## src/glbPkg.sv

```systemverilog
/*
 * Global buffer package
 * Sizes, vector types, configuration structs and port state shared by the buffer
 */
`default_nettype none

package glbPkg;

    // ==========================================================================
    // Sizes
    // ==========================================================================
    localparam int NumBank   = 4;
    localparam int BankWords = 16;
    localparam int WordBits  = $clog2(BankWords);
    localparam int NumWrPort = 2;
    localparam int NumRdPort = 2;
    // Write ports first, then read ports
    localparam int NumPort   = NumWrPort + NumRdPort;

    // ==========================================================================
    // Vector types
    // ==========================================================================
    typedef logic [31:0] dataT;
    typedef logic [5:0]  addrT;
    typedef logic [3:0]  wordT;
    typedef logic [1:0]  bankIdxT;
    typedef logic [3:0]  loopT;
    typedef logic        portSelT;

    // ==========================================================================
    // Configuration structs
    // ==========================================================================
    typedef struct packed {
        addrT addrMax;
        loopT loopMax;
    } portCfgT;

    // One write port and one read port per bank, indexed by bank number
    typedef struct packed {
        portSelT [NumBank-1:0] wrPort;
        portSelT [NumBank-1:0] rdPort;
    } bankMapT;

    // Position of each bank among the banks of its own port
    typedef struct packed {
        bankIdxT [NumBank-1:0] wrRel;
        bankIdxT [NumBank-1:0] rdRel;
    } bankRouteT;

    typedef enum logic {
        Idle,
        Work
    } portStateT;

endpackage

`default_nettype wire

```

## src/glbBank.sv

```systemverilog
/*
 * Buffer bank
 * Sixteen words with one write or one registered read per cycle
 */
`default_nettype none

module glbBank (
    input  logic         clk,
    input  logic         we,
    input  glbPkg::wordT wordIdx,
    input  glbPkg::dataT wrData,
    input  logic         re,
    input  glbPkg::wordT rdIdx,
    output glbPkg::dataT rdData
);
    import glbPkg::*;

    dataT mem [BankWords];

    // ==========================================================================
    // Storage
    // ==========================================================================
    always_ff @(posedge clk) begin
        if (we) begin
            mem[wordIdx] <= wrData;
        end
    end

    // Read data held until the next read
    always_ff @(posedge clk) begin
        if (re) begin
            rdData <= mem[rdIdx];
        end
    end

    // Arbitration upstream keeps one access per cycle
    oneAccess: assert property (@(posedge clk) !(we && re));

endmodule

`default_nettype wire

```

## src/glbBankMap.sv

```systemverilog
/*
 * Bank map register
 * Holds the bank to port map and derives each bank's relative index in its ports
 */
`default_nettype none

module glbBankMap (
    input  logic                       clk,
    input  logic                       rst_n,
    input  logic [glbPkg::NumPort-1:0] cfgVld,
    input  glbPkg::bankMapT            bankMap,
    output glbPkg::bankMapT            map,
    output glbPkg::bankRouteT          route
);
    import glbPkg::*;

    // Any port configuration reloads the whole map
    always_ff @(posedge clk or negedge rst_n) begin
        if (!rst_n) begin
            map <= '0;
        end else if (|cfgVld) begin
            map <= bankMap;
        end
    end

    // ==========================================================================
    // Relative index
    // ==========================================================================
    // Count earlier banks on the same port, lowest bank sits at the bottom
    always_comb begin
        route = '0;
        for (int b = 0; b < NumBank; b++) begin
            for (int e = 0; e < b; e++) begin
                if (map.wrPort[e] == map.wrPort[b]) begin
                    route.wrRel[b] = route.wrRel[b] + 2'd1;
                end
                if (map.rdPort[e] == map.rdPort[b]) begin
                    route.rdRel[b] = route.rdRel[b] + 2'd1;
                end
            end
        end
    end

endmodule

`default_nettype wire

```

## src/glbPortSeq.sv

```systemverilog
/*
 * Port sequencer
 * Address and loop counters of one port, with its active state and done pulse
 */
`default_nettype none

module glbPortSeq (
    input  logic            clk,
    input  logic            rst_n,
    input  logic            cfgVld,
    input  glbPkg::portCfgT cfg,
    input  logic            access,
    output logic            active,
    output glbPkg::addrT    addr,
    output logic            done
);
    import glbPkg::*;

    portStateT state;
    portCfgT   cfgReg;
    loopT      loopCnt;
    logic      lastAddr;
    logic      lastLoop;

    assign active   = (state == Work);
    assign lastAddr = (addr == cfgReg.addrMax);
    assign lastLoop = (loopCnt == cfgReg.loopMax);

    // ==========================================================================
    // State and counters
    // ==========================================================================
    always_ff @(posedge clk or negedge rst_n) begin
        if (!rst_n) begin
            state   <= Idle;
            cfgReg  <= '0;
            addr    <= '0;
            loopCnt <= '0;
            done    <= 1'b0;
        end else begin
            done <= 1'b0;
            // A new configuration restarts the walk even in the middle of one
            if (cfgVld) begin
                state   <= Work;
                cfgReg  <= cfg;
                addr    <= '0;
                loopCnt <= '0;
            end else if (access) begin
                if (lastAddr) begin
                    addr <= '0;
                    if (lastLoop) begin
                        state   <= Idle;
                        loopCnt <= '0;
                        done    <= 1'b1;
                    end else begin
                        loopCnt <= loopCnt + 4'd1;
                    end
                end else begin
                    addr <= addr + 6'd1;
                end
            end
        end
    end

    // The bank array only grants accesses to ports that are working
    accessWhileIdle: assert property (@(posedge clk) disable iff (!rst_n) access |-> active);

endmodule

`default_nettype wire

```

## src/glbBankArray.sv

```systemverilog
/*
 * Bank array
 * Decodes port addresses to banks, gives reads priority and steers data
 */
`default_nettype none

module glbBankArray (
    input  logic                         clk,
    input  logic                         rst_n,
    input  glbPkg::bankMapT              map,
    input  glbPkg::bankRouteT            route,
    input  logic [glbPkg::NumWrPort-1:0] wrActive,
    input  glbPkg::addrT                 wrAddr [glbPkg::NumWrPort],
    input  logic [glbPkg::NumRdPort-1:0] rdActive,
    input  glbPkg::addrT                 rdAddr [glbPkg::NumRdPort],
    input  logic [glbPkg::NumWrPort-1:0] wrVld,
    input  glbPkg::dataT                 wrDat [glbPkg::NumWrPort],
    input  logic [glbPkg::NumRdPort-1:0] rdRdy,
    output logic [glbPkg::NumWrPort-1:0] wrRdy,
    output logic [glbPkg::NumWrPort-1:0] wrAccess,
    output logic [glbPkg::NumRdPort-1:0] rdAccess,
    output glbPkg::dataT                 rdDat [glbPkg::NumRdPort],
    output logic [glbPkg::NumRdPort-1:0] rdVld
);
    import glbPkg::*;

    logic [NumBank-1:0] rdHit;
    logic [NumBank-1:0] wrHit;
    logic [NumBank-1:0] wrBanks [NumWrPort];
    logic [NumBank-1:0] rdBanks [NumRdPort];
    dataT               bankRdData [NumBank];
    bankIdxT            rdSelD [NumRdPort];
    bankIdxT            rdSelQ [NumRdPort];

    function automatic bankIdxT relBank(addrT a);
        return bankIdxT'(a >> WordBits);
    endfunction

    function automatic wordT wordOf(addrT a);
        return wordT'(a);
    endfunction

    // ==========================================================================
    // Per bank decode and arbitration
    // ==========================================================================
    for (genvar b = 0; b < NumBank; b++) begin : gBank
        portSelT wp;
        portSelT rp;

        assign wp = map.wrPort[b];
        assign rp = map.rdPort[b];
        assign rdHit[b] = rdActive[rp] && rdRdy[rp] && (relBank(rdAddr[rp]) == route.rdRel[b]);
        // Write waits whenever this bank serves a read
        assign wrHit[b] = wrActive[wp] && wrVld[wp] && !rdHit[b]
                          && (relBank(wrAddr[wp]) == route.wrRel[b]);

        glbBank Ubank (
            .clk     (clk),
            .we      (wrHit[b]),
            .wordIdx (wordOf(wrAddr[wp])),
            .wrData  (wrDat[wp]),
            .re      (rdHit[b]),
            .rdIdx   (wordOf(rdAddr[rp])),
            .rdData  (bankRdData[b])
        );
    end

    // Gather the banks each port hits this cycle
    always_comb begin
        for (int p = 0; p < NumWrPort; p++) begin
            for (int b = 0; b < NumBank; b++) begin
                wrBanks[p][b] = wrHit[b] && (map.wrPort[b] == portSelT'(p));
            end
        end
        for (int r = 0; r < NumRdPort; r++) begin
            rdSelD[r] = '0;
            for (int b = 0; b < NumBank; b++) begin
                rdBanks[r][b] = rdHit[b] && (map.rdPort[b] == portSelT'(r));
                if (rdBanks[r][b]) begin
                    rdSelD[r] = bankIdxT'(b);
                end
            end
        end
    end

    // ==========================================================================
    // Port strobes and read return
    // ==========================================================================
    for (genvar p = 0; p < NumWrPort; p++) begin : gWrPort
        assign wrRdy[p]    = |wrBanks[p];
        assign wrAccess[p] = wrRdy[p];
        wrOneBank: assert property (@(posedge clk) disable iff (!rst_n) $onehot0(wrBanks[p]));
    end

    for (genvar r = 0; r < NumRdPort; r++) begin : gRdPort
        assign rdAccess[r] = |rdBanks[r];
        // Bank data is already registered, only the choice is held here
        assign rdDat[r]    = bankRdData[rdSelQ[r]];
        rdOneBank: assert property (@(posedge clk) disable iff (!rst_n) $onehot0(rdBanks[r]));
    end

    always_ff @(posedge clk) begin
        for (int r = 0; r < NumRdPort; r++) begin
            rdSelQ[r] <= rdSelD[r];
        end
    end

    always_ff @(posedge clk or negedge rst_n) begin
        if (!rst_n) begin
            rdVld <= '0;
        end else begin
            rdVld <= rdAccess;
        end
    end

endmodule

`default_nettype wire

```

## src/glbTop.sv

```systemverilog
/*
 * Global buffer top level
 * Four banks shared by two write ports and two read ports under a bank map
 */
`default_nettype none

module glbTop (
    input  logic                         clk,
    input  logic                         rst_n,
    input  logic [glbPkg::NumPort-1:0]   cfgVld,
    input  glbPkg::portCfgT              cfgPort [glbPkg::NumPort],
    input  glbPkg::bankMapT              bankMap,
    output logic [glbPkg::NumPort-1:0]   cfgRdy,
    input  logic [glbPkg::NumWrPort-1:0] wrVld,
    input  glbPkg::dataT                 wrDat [glbPkg::NumWrPort],
    output logic [glbPkg::NumWrPort-1:0] wrRdy,
    input  logic [glbPkg::NumRdPort-1:0] rdRdy,
    output glbPkg::dataT                 rdDat [glbPkg::NumRdPort],
    output logic [glbPkg::NumRdPort-1:0] rdVld
);
    import glbPkg::*;

    bankMapT                map;
    bankRouteT              route;
    logic [NumWrPort-1:0]   wrActive;
    logic [NumWrPort-1:0]   wrAccess;
    addrT                   wrAddr [NumWrPort];
    logic [NumRdPort-1:0]   rdActive;
    logic [NumRdPort-1:0]   rdAccess;
    addrT                   rdAddr [NumRdPort];

    glbBankMap UbankMap (
        .clk     (clk),
        .rst_n   (rst_n),
        .cfgVld  (cfgVld),
        .bankMap (bankMap),
        .map     (map),
        .route   (route)
    );

    // ==========================================================================
    // Port sequencers
    // ==========================================================================
    glbPortSeq UwrSeq0 (
        .clk    (clk),
        .rst_n  (rst_n),
        .cfgVld (cfgVld[0]),
        .cfg    (cfgPort[0]),
        .access (wrAccess[0]),
        .active (wrActive[0]),
        .addr   (wrAddr[0]),
        .done   (cfgRdy[0])
    );

    glbPortSeq UwrSeq1 (
        .clk    (clk),
        .rst_n  (rst_n),
        .cfgVld (cfgVld[1]),
        .cfg    (cfgPort[1]),
        .access (wrAccess[1]),
        .active (wrActive[1]),
        .addr   (wrAddr[1]),
        .done   (cfgRdy[1])
    );

    glbPortSeq UrdSeq0 (
        .clk    (clk),
        .rst_n  (rst_n),
        .cfgVld (cfgVld[NumWrPort]),
        .cfg    (cfgPort[NumWrPort]),
        .access (rdAccess[0]),
        .active (rdActive[0]),
        .addr   (rdAddr[0]),
        .done   (cfgRdy[NumWrPort])
    );

    glbPortSeq UrdSeq1 (
        .clk    (clk),
        .rst_n  (rst_n),
        .cfgVld (cfgVld[NumWrPort+1]),
        .cfg    (cfgPort[NumWrPort+1]),
        .access (rdAccess[1]),
        .active (rdActive[1]),
        .addr   (rdAddr[1]),
        .done   (cfgRdy[NumWrPort+1])
    );

    glbBankArray UbankArray (
        .clk      (clk),
        .rst_n    (rst_n),
        .map      (map),
        .route    (route),
        .wrActive (wrActive),
        .wrAddr   (wrAddr),
        .rdActive (rdActive),
        .rdAddr   (rdAddr),
        .wrVld    (wrVld),
        .wrDat    (wrDat),
        .rdRdy    (rdRdy),
        .wrRdy    (wrRdy),
        .wrAccess (wrAccess),
        .rdAccess (rdAccess),
        .rdDat    (rdDat),
        .rdVld    (rdVld)
    );

endmodule

`default_nettype wire

```

## config.mk

```make
export PLATFORM = sky130hd
export DESIGN_NAME = glbTop
export DESIGN_NICKNAME = d
export VERILOG_FILES = /design/src/glbPkg.sv /design/src/glbBank.sv /design/src/glbBankMap.sv /design/src/glbPortSeq.sv /design/src/glbBankArray.sv /design/src/glbTop.sv
export SDC_FILE = /design/constraint.sdc
export NUM_CORES = 2
export LEC_CHECK = 0
export ABC_AREA = 1
export BUFFER_PORTS_ARGS = -buffer_cell sky130_fd_sc_hd__buf_2
export CORE_UTILIZATION = 54
export DETAILED_ROUTE_END_ITERATION = 8
export GPL_TIMING_DRIVEN = 0
export PLACE_DENSITY = 0.76
export SLEW_MARGIN = 10
export SYNTH_ARGS = -nofsm -noshare
export SYNTH_HDL_FRONTEND = slang
export SYNTH_HIERARCHICAL = 1
export SYNTH_SLANG_ARGS = --single-unit
```

## constraint.sdc

```tcl
create_clock -name clk -period 4.3 [get_ports clk]
set_input_delay 0.43 -clock clk [delete_from_list [all_inputs] [get_ports clk]]
set_output_delay 0.43 -clock clk [all_outputs]
set_load 0.01 [all_outputs]
```

==> run metrics <==
status finished with violations; failing checks setup timing; number of library cell types mapped by synthesis 38; Mapped Area 102,000 um^2; die footprint 190,000 um^2; CTS tree yes; fillcell total 14,183; Synth Area in Adders 0.00135; CTS Buf Count 223; io pins 194; WP data arrival 4.99 ns; CP Launch Type register; Seq/Total Area, Yosys 0.666; Starting Density 0.543; Post-Synth Simple-Gate Area 0.212; core footprint 188,000 um^2; IO Port Bufs 193; ys async rst share 0.0430; layout cells sized above 1 0.115; synthesized instance count 10,133; Top FF cell, synth edfxtp_1; crit-path max FO 22; DRT Pass-1 Iters 9; PwrDens 528 nW/um^2; hold crit path type in -> reg; Synth top area share 0.641; FP Rows 159; net count of the finished layout 10,965; Yosys top cell by area edfxtp_1; Final Max Slew Viols 0; gr usage total 0.352; Final ANT Viol Nets 0; register clock-pin slew on the reported worst setup and hold paths 0.07 ns; setup TNS -2.02 ns; kind of critical path reg -> reg; vias per cell 5.73; Overflow after GRT 0; leakage power 50.1 nW; DRC 0; final worst setup slack -0.106 ns; Area Overhead vs Synth 15.5%; commonest non-fill, non-tap cell in the layout nand2_1; clk buf depth 3; Worst setup EP type register; fmax 0.227 GHz; Die H 436 um; Die Wd 436 um; Syn. warnings 6; Starting DRT DRC Count 11,540; EDFF count, synth 2,176; Slew Limit Headroom 0.0161; mux share of post-synthesis cell area 0; drt total wl 341 mm; Worst-Margin Slew 1.46 ns; Root Driver clkbuf_16; Fin. Hold Viols 0; H-tree Lvls 4; DP Wirelength 238 mm; Final setup viols 23; Peak VDD IR 417 uV; Required @ worst endpoint 4.88 ns; RSZ-0062 raised after global routing no; main combinational cell family by area after synthesis simple AND/OR/NAND/NOR gates; largest cells by area after synthesis edfxtp_1 (64%), nand2_1 (12%), nand3_1 (8.0%); Placer Congestion 1.08; area post-placement 109,000 um^2; Clk Latency, worst-skew pair 0.92 ns; number of global-route vias before repair 72,726; max-cap check violation count 0; cell area after layout 118,000 um^2; drt wl/cell 25.2 um; initial antenna violation count 23; most frequent cells in the layout nand2_1 (3,206), edfxtp_1 (2,176), inv_1 (1,690); period utilization 1.02; Clock Skew 0.0674 ns; Compound-Gate Fraction of Synth Area 0.0212; largest net degree at the start of global routing 62; routed via count 77,520; first-pass GRT wire length 484 mm; Avg Synthesized Cell Area 10.1 um^2; clk sink count 2,278; Synth Register Bits 2,278; Tmin final 4.41 ns; XOR/XNOR Fraction of Synth Area 0.00298
[cells by family after synthesis]
| kind of cell | after synthesis |
|---|---|
| AND/OR/NAND/NOR | 5148 |
| flip-flops | 2278 |
| buffers and inverters | 2247 |
| AO/OA/AOI/OAI | 415 |
| XOR/XNOR | 33 |
| adder cells (fa/ha/maj) | 11 |
| other | 1 |
[worst paths after layout]
path,from,to,slack (ns),cells past startpoint
max,UbankMap/map[7]$_DFFE_PN0P_,UbankArray/gBank[3].Ubank/mem[5][13]$_DFFE_PP_,-0.11,7
min,wrDat[16],UbankArray/gBank[0].Ubank/mem[7][16]$_DFFE_PP_,0.05,3
max reg2reg,UbankMap/map[7]$_DFFE_PN0P_,UbankArray/gBank[3].Ubank/mem[5][13]$_DFFE_PP_,-0.11,7
min reg2reg,UwrSeq1/cfgReg[3]$_DFFE_PN0P_,UwrSeq1/cfgReg[3]$_DFFE_PN0P_,0.50,2
max in group asynchronous,rst_n,UbankArray/rdVld[1]$_DFF_PN0_,2.66,4
min in group asynchronous,rst_n,UrdSeq0/loopCnt[0]$_DFFE_PN0P_,0.55,3
[worst max-delay path, stage by stage (launching register included)]
cell and delay (ns):
dfrtp_1 0.89, buf_4 0.38, clkbuf_1 0.55, nand2_1 0.12
o21ai_0 0.57, nand3b_1 0.72, nor2_4 0.58, buf_12 0.25
[where the power goes]
group          total, W  leakage [nW]  internal [W]  switching [W]
Sequential       0.0256          21.0        0.0252       0.000335
Clock            0.0198          3.54        0.0109        0.00889
Combinational    0.0168          25.7       0.00461         0.0122
[Yosys cell counts, types with 58 or more instances]
| cell | count |
|---|---|
| nor2_1 | 246 |
| nand3_1 | 1626 |
| buf_6 | 118 |
| edfxtp_1 | 2176 |
| o22ai_1 | 64 |
| nand2_1 | 3206 |
| o21ai_0 | 330 |
| dfrtp_1 | 98 |
| inv_1 | 1692 |
| clkbuf_1 | 122 |
| buf_1 | 58 |
| buf_2 | 172 |
[sequential cells by signal, indices dropped and copies added (netlist names), 2 cells and up]
signal / flops
UwrSeq1/loopCnt: 4
UwrSeq1/addr: 6
UrdSeq0/loopCnt: 4
UrdSeq1/addr: 6
UbankArray/gBank.Ubank/mem: 2048
UbankArray/rdVld: 2
UrdSeq0/addr: 6
UbankMap/map: 8
UwrSeq0/loopCnt: 4
UrdSeq0/cfgReg: 10
UwrSeq0/addr: 6
UwrSeq1/cfgReg: 10
UwrSeq0/cfgReg: 10
UrdSeq1/loopCnt: 4
UrdSeq1/cfgReg: 10
UbankArray/gBank.Ubank/rdData: 128
UbankArray/rdSelQ: 4
[per-stage QoR]
step / total power [W] / utilization / hold slack (ns) / worst slack, ns / cells
floorplan: 0.0352 / - / 0.134 / 0.0323 / 10138
global placement: 0.0415 / 0.565 / 0.482 / -2.94 / 12826
detailed placement: 0.0421 / 0.582 / 0.369 / -0.703 / 12987
CTS: 0.0614 / 0.626 / 0.00458 / 0.00200 / 13497
global route: 0.0636 / 0.627 / 0.0462 / 0.00653 / 13528
finish: 0.0622 / 0.627 / 0.0459 / -0.106 / 13538
[layer usage]
metal | GRT usage | vias up | share of wire
met5 | 0 | - | 0.00036
met4 | 0.246 | 16 | 0.082
met3 | 0.0719 | 1106 | 0.12
met2 | 0.541 | 5489 | 0.45
met1 | 0.448 | 36590 | 0.35
li1 | - | 34319 | -
[timing repair]
action | CTS | global route
hold endpoints to repair | 146 | 0
buffers inserted | 24 | 26
pin swaps | 15 | 11
gates resized for setup | 4 | 3
hold buffers | 63 | 0
endpoints found under the setup margin | 930 | 272
[area by class of cell]
| cell class | instances | area [um^2] | share of cell area |
|---|---|---|---|
| Sequential cell | 2278 | 67900 | 0.577 |
| Tap cell | 2495 | 3120 | 0.0265 |
| Buffer | 516 | 3260 | 0.0277 |
| Timing Repair Buffer | 469 | 4690 | 0.0399 |
| Clock buffer | 283 | 5950 | 0.0505 |
| Inverter | 1731 | 6520 | 0.0554 |
| Multi-Input combinational cell | 5613 | 24900 | 0.212 |
| Clock inverter | 140 | 1320 | 0.0112 |
| Antenna cell | 13 | 32.5 | 0.000276 |
(Power assumes the default switching activity.)
